<file path="src/source/matrix_consts.svh">
`ifndef MATRIX_CONSTS_SVH
`define MATRIX_CONSTS_SVH

// Panel size kept small for simulation
`define PANEL_WIDTH 16
`define PANEL_HALFHEIGHT 4          // Rows per half
`define PANEL_HEIGHT 8              // Both halves shift out together

`define FRAME_WORDS (`PANEL_WIDTH * `PANEL_HEIGHT)

// Binary-coded modulation
`define PLANE_COUNT 6
`define PLANE_BASE_TICKS 2          // Plane k is lit for this shifted left by k

// Shift timing
`define COLUMN_SLOT_TICKS 4         // Clocks per shifted column

`endif

</file>
<file path="src/source/matrix_pkg.sv">
`include "matrix_consts.svh"

package matrix_pkg;

    // RGB565 pixel as stored in the frame store
    typedef struct packed {
        logic [4:0] red;
        logic [5:0] green;
        logic [4:0] blue;
    } pixel_rgb565_t;

    typedef logic [2:0] rgb_bits_t;                          // Bit 0 red, 1 green, 2 blue

    // One-hot plane or a set of enabled planes
    typedef logic [`PLANE_COUNT-1:0] plane_mask_t;

    typedef logic [$clog2(`PANEL_WIDTH)-1:0] column_t;
    typedef logic [$clog2(`PANEL_HALFHEIGHT)-1:0] half_row_t;
    typedef logic [$clog2(`FRAME_WORDS)-1:0] pixel_addr_t;   // Row * width + column

endpackage

</file>
<file path="src/source/pixel_write.sv">
`timescale 1ns/1ns
`include "matrix_consts.svh"

module pixel_write import matrix_pkg::*; (
    input  logic          clk_root,
    input  logic          reset,
    input  logic [7:0]    host_data,
    input  logic          host_valid,
    output pixel_addr_t   wr_addr,
    output pixel_rgb565_t wr_data,
    output logic          wr_en,
    output rgb_bits_t     rgb_enable,
    output plane_mask_t   brightness_enable
);

    localparam logic [7:0] CMD_LOAD = "L";
    localparam logic [7:0] CMD_RGB_ENABLE = "E";
    localparam logic [7:0] CMD_PLANE_ENABLE = "B";
    localparam pixel_addr_t LAST_ADDR = pixel_addr_t'(`FRAME_WORDS - 1);

    typedef enum logic [2:0] {
        WAIT_CMD,
        PIXEL_LOW,
        PIXEL_HIGH,
        SET_RGB,
        SET_PLANES
    } cmd_state_t;

    cmd_state_t  state;
    pixel_addr_t load_addr;     // Next pixel slot in raster order
    logic [7:0]  low_byte;

    always_ff @(posedge clk_root) begin
        if (reset) begin
            state <= WAIT_CMD;
            load_addr <= '0;
            wr_en <= 1'b0;
            rgb_enable <= '1;
            brightness_enable <= '1;
        end else begin
            wr_en <= 1'b0;
            if (host_valid) begin
                case (state)
                    WAIT_CMD: begin
                        case (host_data)
                            CMD_LOAD: begin
                                state <= PIXEL_LOW;
                                load_addr <= '0;
                            end
                            CMD_RGB_ENABLE: state <= SET_RGB;
                            CMD_PLANE_ENABLE: state <= SET_PLANES;
                            default: state <= WAIT_CMD;     // Junk byte dropped
                        endcase
                    end
                    PIXEL_LOW: state <= PIXEL_HIGH;
                    PIXEL_HIGH: begin
                        wr_en <= 1'b1;
                        load_addr <= load_addr + 1'b1;
                        // Load ends once the whole frame is stored
                        state <= (load_addr == LAST_ADDR) ? WAIT_CMD : PIXEL_LOW;
                    end
                    SET_RGB: begin
                        rgb_enable <= host_data[2:0];
                        state <= WAIT_CMD;
                    end
                    SET_PLANES: begin
                        brightness_enable <= host_data[`PLANE_COUNT-1:0];
                        state <= WAIT_CMD;
                    end
                    default: state <= WAIT_CMD;
                endcase
            end
        end
    end

    // Byte pairs assemble into one RGB565 word, low byte first
    always_ff @(posedge clk_root) begin
        if (host_valid && state == PIXEL_LOW) begin
            low_byte <= host_data;
        end
        if (host_valid && state == PIXEL_HIGH) begin
            wr_data <= {host_data, low_byte};
            wr_addr <= load_addr;
        end
    end

endmodule

</file>
<file path="src/source/frame_store.sv">
`timescale 1ns/1ns
`include "matrix_consts.svh"

module frame_store import matrix_pkg::*; (
    input  logic          clk_root,
    input  pixel_addr_t   wr_addr,
    input  pixel_rgb565_t wr_data,
    input  logic          wr_en,
    input  pixel_addr_t   rd_addr,
    output pixel_rgb565_t rd_data
);

    // One word per pixel
    pixel_rgb565_t mem [`FRAME_WORDS];

    // Host side write port
    always_ff @(posedge clk_root) begin
        if (wr_en) begin
            mem[wr_addr] <= wr_data;
        end
    end

    // Display side read port
    // A read of the address being written returns the old word
    always_ff @(posedge clk_root) begin
        rd_data <= mem[rd_addr];
    end

endmodule

</file>
<file path="src/source/matrix_scan.sv">
`timescale 1ns/1ns
`include "matrix_consts.svh"

module matrix_scan import matrix_pkg::*; (
    input  logic        clk_root,
    input  logic        reset,
    output logic        column_start,
    output column_t     column_address,
    output half_row_t   shift_row,
    output plane_mask_t plane,
    output logic        clk_pixel,
    output logic        row_latch,
    output logic        output_enable,
    output half_row_t   row_address
);

    localparam int PHASE_W = $clog2(`COLUMN_SLOT_TICKS);
    localparam int SLOT_W = $clog2(`PANEL_WIDTH) + 1;
    localparam int PLANE_W = $clog2(`PLANE_COUNT);
    localparam int ON_W = $clog2(`PLANE_BASE_TICKS << (`PLANE_COUNT - 1)) + 1;

    localparam logic [PHASE_W-1:0] LAST_PHASE = PHASE_W'(`COLUMN_SLOT_TICKS - 1);
    localparam logic [SLOT_W-1:0] DRAIN_SLOT = SLOT_W'(`PANEL_WIDTH);
    localparam logic [PLANE_W-1:0] LAST_PLANE = PLANE_W'(`PLANE_COUNT - 1);
    localparam half_row_t LAST_ROW = half_row_t'(`PANEL_HALFHEIGHT - 1);

    typedef enum logic [1:0] {
        SHIFT,
        LATCH,
        DISPLAY
    } scan_state_t;

    scan_state_t        state;
    logic [PHASE_W-1:0] phase;          // Clock within a column slot
    logic [SLOT_W-1:0]  slot;           // One slot per column plus a drain slot
    logic [PLANE_W-1:0] plane_index;
    logic [ON_W-1:0]    on_count;       // Remaining display cycles
    logic               fetch_slot;
    logic               pixel_slot;

    // Split output trails its read by one slot, so the last column drains in an extra slot
    assign fetch_slot = (slot != DRAIN_SLOT);
    assign pixel_slot = (slot != '0);

    assign plane = plane_mask_t'(1) << plane_index;

    always_ff @(posedge clk_root) begin
        if (reset) begin
            state <= SHIFT;
            phase <= '0;
            slot <= '0;
            plane_index <= '0;
            shift_row <= '0;
            on_count <= '0;
        end else begin
            case (state)
                SHIFT: begin
                    if (phase == LAST_PHASE) begin
                        phase <= '0;
                        if (slot == DRAIN_SLOT) begin
                            slot <= '0;
                            state <= LATCH;
                        end else begin
                            slot <= slot + 1'b1;
                        end
                    end else begin
                        phase <= phase + 1'b1;
                    end
                end
                LATCH: begin
                    // Binary-weighted on-time for this plane
                    on_count <= ON_W'(`PLANE_BASE_TICKS << plane_index) - 1'b1;
                    state <= DISPLAY;
                end
                DISPLAY: begin
                    if (on_count == '0) begin
                        state <= SHIFT;
                        if (plane_index == LAST_PLANE) begin
                            plane_index <= '0;
                            shift_row <= (shift_row == LAST_ROW) ? '0 : shift_row + 1'b1;
                        end else begin
                            plane_index <= plane_index + 1'b1;
                        end
                    end else begin
                        on_count <= on_count - 1'b1;
                    end
                end
                default: state <= SHIFT;
            endcase
        end
    end

    // Strobes registered from the counters so all of them share one cycle of lag
    always_ff @(posedge clk_root) begin
        if (reset) begin
            column_start <= 1'b0;
            column_address <= '0;
            clk_pixel <= 1'b0;
            row_latch <= 1'b0;
            output_enable <= 1'b0;
            row_address <= '0;
        end else begin
            column_start <= (state == SHIFT) && (phase == '0) && fetch_slot;
            column_address <= slot[SLOT_W-2:0];
            clk_pixel <= (state == SHIFT) && (phase == LAST_PHASE) && pixel_slot;
            row_latch <= (state == LATCH);
            output_enable <= (state == DISPLAY);  // Dark while shifting
            if (state == LATCH) begin
                row_address <= shift_row;         // Row switches with the latch
            end
        end
    end

endmodule

</file>
<file path="src/source/framebuffer_fetch.sv">
`timescale 1ns/1ns
`include "matrix_consts.svh"

module framebuffer_fetch import matrix_pkg::*; (
    input  logic          clk_root,
    input  logic          reset,
    input  logic          column_start,
    input  column_t       column_address,
    input  half_row_t     shift_row,
    output pixel_addr_t   rd_addr,
    input  pixel_rgb565_t rd_data,
    output pixel_rgb565_t pixel_top,
    output pixel_rgb565_t pixel_bottom
);

    // Bottom half starts this many words after the top half
    localparam pixel_addr_t HALF_OFFSET = pixel_addr_t'(`PANEL_HALFHEIGHT * `PANEL_WIDTH);

    pixel_addr_t   top_addr;
    pixel_addr_t   bottom_addr;
    logic          read_bottom;     // Slot cycle 1
    logic          word_ready;      // Slot cycle 2
    pixel_rgb565_t top_hold;

    // Row times width plus column, the width being a power of two
    assign top_addr = pixel_addr_t'({shift_row, column_address});

    assign rd_addr = read_bottom ? bottom_addr : top_addr;

    always_ff @(posedge clk_root) begin
        if (reset) begin
            read_bottom <= 1'b0;
            word_ready <= 1'b0;
        end else begin
            read_bottom <= column_start;
            word_ready <= read_bottom;
        end
    end

    always_ff @(posedge clk_root) begin
        if (column_start) begin
            bottom_addr <= top_addr + HALF_OFFSET;
        end
        if (read_bottom) begin
            top_hold <= rd_data;        // Top word from the slot cycle 0 read
        end
        // Both halves update together
        if (word_ready) begin
            pixel_top <= top_hold;
            pixel_bottom <= rd_data;
        end
    end

endmodule

</file>
<file path="src/source/pixel_split.sv">
`timescale 1ns/1ns

module pixel_split import matrix_pkg::*; (
    input  logic          clk_root,
    input  pixel_rgb565_t pixel,
    input  plane_mask_t   plane,
    input  rgb_bits_t     rgb_enable,
    input  plane_mask_t   brightness_enable,
    output rgb_bits_t     rgb
);

    logic [5:0] red_wide;
    logic [5:0] green_wide;
    logic [5:0] blue_wide;
    logic       plane_on;
    rgb_bits_t  plane_bits;

    // 5-bit channels reuse their MSB as the new LSB
    assign red_wide = {pixel.red, pixel.red[4]};
    assign green_wide = pixel.green;
    assign blue_wide = {pixel.blue, pixel.blue[4]};

    assign plane_on = |(plane & brightness_enable);
    assign plane_bits = {|(blue_wide & plane), |(green_wide & plane), |(red_wide & plane)};

    always_ff @(posedge clk_root) begin
        rgb <= plane_bits & rgb_enable & {3{plane_on}};
    end

endmodule

</file>
<file path="src/source/led_matrix_top.sv">
`timescale 1ns/1ns

module led_matrix_top import matrix_pkg::*; (
    input  logic       clk_root,
    input  logic       reset,
    input  logic [7:0] host_data,
    input  logic       host_valid,
    output rgb_bits_t  rgb_top,
    output rgb_bits_t  rgb_bottom,
    output half_row_t  row_address,
    output logic       clk_pixel,
    output logic       row_latch,
    output logic       output_enable
);

    // Host write side
    pixel_addr_t   wr_addr;
    pixel_rgb565_t wr_data;
    logic          wr_en;
    rgb_bits_t     rgb_enable;
    plane_mask_t   brightness_enable;

    // Display read side
    pixel_addr_t   rd_addr;
    pixel_rgb565_t rd_data;
    logic          column_start;
    column_t       column_address;
    half_row_t     shift_row;
    plane_mask_t   plane;
    pixel_rgb565_t pixel_top;
    pixel_rgb565_t pixel_bottom;

    pixel_write u_pixel_write (
        .clk_root(clk_root),
        .reset(reset),
        .host_data(host_data),
        .host_valid(host_valid),
        .wr_addr(wr_addr),
        .wr_data(wr_data),
        .wr_en(wr_en),
        .rgb_enable(rgb_enable),
        .brightness_enable(brightness_enable)
    );

    frame_store u_frame_store (
        .clk_root(clk_root),
        .wr_addr(wr_addr),
        .wr_data(wr_data),
        .wr_en(wr_en),
        .rd_addr(rd_addr),
        .rd_data(rd_data)
    );

    matrix_scan u_matrix_scan (
        .clk_root(clk_root),
        .reset(reset),
        .column_start(column_start),
        .column_address(column_address),
        .shift_row(shift_row),
        .plane(plane),
        .clk_pixel(clk_pixel),
        .row_latch(row_latch),
        .output_enable(output_enable),
        .row_address(row_address)
    );

    framebuffer_fetch u_fetch (
        .clk_root(clk_root),
        .reset(reset),
        .column_start(column_start),
        .column_address(column_address),
        .shift_row(shift_row),
        .rd_addr(rd_addr),
        .rd_data(rd_data),
        .pixel_top(pixel_top),
        .pixel_bottom(pixel_bottom)
    );

    // Both halves share the plane and enables
    pixel_split u_split_top (
        .clk_root(clk_root),
        .pixel(pixel_top),
        .plane(plane),
        .rgb_enable(rgb_enable),
        .brightness_enable(brightness_enable),
        .rgb(rgb_top)
    );

    pixel_split u_split_bottom (
        .clk_root(clk_root),
        .pixel(pixel_bottom),
        .plane(plane),
        .rgb_enable(rgb_enable),
        .brightness_enable(brightness_enable),
        .rgb(rgb_bottom)
    );

endmodule

</file>
<file path="config.mk">
export PLATFORM = sky130hd
export DESIGN_NAME = led_matrix_top
export DESIGN_NICKNAME = d
export VERILOG_FILES = /design/src/source/matrix_pkg.sv /design/src/source/pixel_write.sv /design/src/source/frame_store.sv /design/src/source/matrix_scan.sv /design/src/source/framebuffer_fetch.sv /design/src/source/pixel_split.sv /design/src/source/led_matrix_top.sv
export VERILOG_INCLUDE_DIRS = /design/src /design/src/source
export SDC_FILE = /design/constraint.sdc
export NUM_CORES = 2
export LEC_CHECK = 0
export BUFFER_PORTS_ARGS = -buffer_cell sky130_fd_sc_hd__buf_4
export CORE_MARGIN = 3
export CORE_UTILIZATION = 46
export DETAILED_ROUTE_END_ITERATION = 16
export RECOVER_POWER = 50
export SLEW_MARGIN = 20
export SYNTH_ARGS = -nofsm -noshare
export SYNTH_HDL_FRONTEND = slang
export SYNTH_SLANG_ARGS = --single-unit
</file>
<file path="constraint.sdc">
create_clock -name clk_root -period 2.7 [get_ports clk_root]
set_input_delay 0.405 -clock clk_root [delete_from_list [all_inputs] [get_ports clk_root]]
set_output_delay 0.405 -clock clk_root [all_outputs]
set_load 0.03 [all_outputs]
</file>
==> impl_metrics.csv <==
group,metric,value,unit
outcome,status,"complete, but fails checks",
outcome,violations,"design-rule violations, max-capacitance violations, max-slew violations, negative setup slack",
synth,syn_area,86400,um^2
timing,min_period_over_period,110,%
cells_and_area,drive_above_1_share,23.5,%
synth,synth_ff_type,"edfxtp_1",
grt,grt_max_degree,129,
grt,track_usage,25.6,%
grt,grt-busiest-layer,"met2",
clock_tree,worstSkewPairLatency,0.90,ns
synth,synth_edf_count,2133,
cells_and_area,fillCellCount,14300,
die,die_area,193000,um^2
route,wire_per_inst,27.4,um
synth,ys_types,59,
pwr,leakagePower,35.0,nW
route,ant_nets,0,
clock_tree,root_buffer,"clkbuf_16",
synth,ys_ff_latch,2208,
clock_tree,cts_made_buffers,218,
route,drtIter0Drc,6751,
die,io_pins,22,
placed_design,post-place-cells,8630,
timing,final_hold_viol_count,0,
synth,syn_avg_cell_area,15.2,um^2
setup_path,arrival,3.73,ns
pwr,pwr_density_cell,682,nW/um^2
setup_path,start_kind,"register",
clock_tree,h-tree-depth,4,
worst_hold_path,hold_path_class,"input pin to register",
die,start_util,46.4,%
route,vias_per_cell,5.92,
timing,clock.fmax,338,MHz
clock_tree,cts_sinks,2208,
placed_design,dp_hpwl,153000,um
timing,final-setup-viol-count,41,
grt,use_met3,5.28,%
cells_and_area,layout.cells.non_filler,9150,
timing,worst_pin_slew,2.07,ns
timing,slew_headroom,-38.0,%
synth,seq_area_frac_synth,75.9,%
timing,finClkSkew,0.0592,ns
timing,rsz0062_at_grt,"yes",
pwr,p_total,0.0723,W
die,core,186000,um^2
grt,gr-usage-met2,38.8,%
timing,fin_ws,-0.263,ns
flow_run,drv_cap,16,
route,num_vias,54200,
synth,async_flop_share,0,%
synth,synth_top_area_share,74.2,%
grt,grt_overflow,0,
synth,yosys.area.top_type,"edfxtp_1",
setup_path,end_kind,"register",
route,drt-total-wl,251000,um
setup_path,crit_required,3.47,ns
synth,yosys-top-cells-area,"edfxtp_1 (74%), mux2i_1 (5.0%), nand2_1 (4.5%), nand3_1 (2.3%), o221ai_1 (1.9%)",
clock_tree,cts_tree,"done",
route,drc,1,
clock_tree,cts_buffer_depth,3,
synth,syn_inst,5695,
die,die_y,439,um
cells_and_area,nets,6501,
placed_design,place_ws,-0.977,ns
synth,syn_nets,5715,
pwr,vdd_drop_max,676,uV
synth,ys_warn_count,0,
placed_design,port_buffers,21,
setup_path,worstPathMaxFanout,7,
grt,grt_antenna_before_repair,3,
timing,drv_slew,1282,
die,die_w,439,um
grt,grt_pass1_vias,51400,
die,rows,158,
route,drtPass1Iterations,6,
grt,grt_pass1_wl,361000,um
placed_design,gp_congestion,0.908,
clock_tree,cts.clk_slew.worst_paths,0.07,ns
cells_and_area,area_growth_syn_to_layout,22.8,%
grt,grt_use_met1,37.5,%
setup_path,path_class,"register to register",
timing,finalCriticalPeriod,2.96,ns
registers in the layout, summed over array words and instances (netlist names), 4 cells and up:
| name | cells |
|---|---|
| u_fetch.bottom_addr | 6 |
| u_fetch.top_hold | 16 |
| u_pixel_write.wr_addr | 7 |
| u_fetch.pixel_bottom | 16 |
| u_matrix_scan.slot | 5 |
| u_pixel_write.brightness_enable | 6 |
| u_matrix_scan.on_count | 7 |
| u_matrix_scan.column_address | 4 |
| u_pixel_write.low_byte | 8 |
| u_pixel_write.load_addr | 7 |
| u_fetch.pixel_top | 16 |
| u_pixel_write.wr_data | 16 |
| u_frame_store.rd_data | 16 |
| u_frame_store.mem | 2048 |
Yosys cell counts, types with 15 or more instances:
cell and n:
a31oi_1 100, o22ai_1 35, o21ai_0 44, nor4_1 52, o31ai_1 15, edfxtp_1 2133, mux2i_1 434, o221ai_1 192
a21oi_1 267, nand4_1 15, nor3_1 87, buf_6 20, dfxtp_1 75, a311oi_1 15, buf_2 123, nand3_1 391
nor2_1 191, clkbuf_1 132, buf_1 35, buf_4 46, mux4_2 60, and3_1 24, a22oi_1 19, nand2_1 1028
cells in the final DEF, fill, tap and decap left out, types with 13 or more instances in the layout:
master	count
clkbuf_16	220
a31oi_2	14
o22ai_1	22
a31oi_1	79
mux2i_4	15
and3_1	24
nand4_1	15
dfxtp_1	72
bufinv_16	20
buf_6	54
nor2_1	188
nor3_2	29
clkinv_2	25
nor4_2	20
inv_1	14
a22oi_1	18
buf_4	664
nor2b_1	13
o221ai_1	124
mux2i_2	15
nand2_1	1027
mux4_2	60
nor3_1	51
clkbuf_2	18
o21ai_0	29
a21oi_1	214
nor4_1	20
clkinv_1	52
o221ai_2	66
mux2i_1	406
edfxtp_1	2133
a21oi_2	50
clkbuf_1	91
buf_12	101
nand3_1	388
buf_16	16
routing by layer:
layer | wire length (um) | up-vias
li1 | - | 23500
met1 | 104000 | 27600
met2 | 114000 | 2619
met3 | 24700 | 378
met4 | 7250 | 8
met5 | 377 | -
final cells by class:
class                   instances  area, um^2  share of cell area, %
diodes                          1        2.50                0.00236
clock buffers                 285        5770                   5.44
clock inverters               123        1370                   1.29
inverters                      14        52.6                 0.0496
multi-input cells            3119       21300                   20.1
flip-flops and latches       2208       65600                   61.8
well taps                    2480        3100                   2.93
repair buffers                920        8820                   8.32
stage by stage:
| step | util [%] | hold slack [ns] | cell area, um^2 | TNS (ns) |
|---|---|---|---|---|
| CTS | 56.7 | 0.225 | 105000 | -2.72 |
| global route | 57.0 | 0.351 | 106000 | -4.01 |
| finish | 57.0 | 0.331 | 106000 | -3.59 |
| global placement | 51.3 | 0.401 | 95400 | -9.46 |
| detailed placement | 51.3 | 0.405 | 95400 | -9.14 |
| floorplan | - | 0.400 | 86400 | 0 |
repair_timing:
item | in CTS | in global routing
gates cloned | 16 | 2
setup buffers | 69 | 23
hold buffers | 10 | 0
pin swaps | 87 | 98
endpoints found under the hold margin | 31 | 0
endpoints found under the setup margin | 16 | 17
resized for setup | 353 | 157
path summary, 6_finish.rpt:
check | cells past startpoint | endpoint | start | slack [ns]
setup reg to reg | 9 | u_frame_store.rd_data[4] | u_fetch.read_bottom | -0.26
setup / recovery | 9 | u_frame_store.rd_data[4] | u_fetch.read_bottom | -0.26
hold reg to reg | 0 | u_pixel_write.wr_data[3] | u_pixel_write.low_byte[3] | 0.42
hold / removal | 2 | u_pixel_write.wr_data[15] | host_data[7] | 0.33
power by group:
group          switching [W]  internal, W
clock network         0.0131       0.0171
logic                0.00273      0.00214
registers           0.000133       0.0371
cell families after synthesis:
family,Yosys count,share of synthesized area [%]
and+or+nand+nor,1843,9.18
buffers and inverters,370,2.16
DFF,2208,75.9
muxes,500,6.68
AOI/OAI and AO/OA,756,5.86
xor gates and xnor gates,9,0.0913
adders and majority gates,9,0.130
critical path, stage by stage (launching register included):
cell      delay, ns
dfxtp_4        0.40
mux2_8         0.45
buf_16         0.20
buf_16         0.17
buf_8          0.14
mux4_2         0.47
a311oi_4       0.30
a21oi_2        0.11
nor3_4         0.49
nor3_2         0.07
Power figures use the tool's default switching activity.
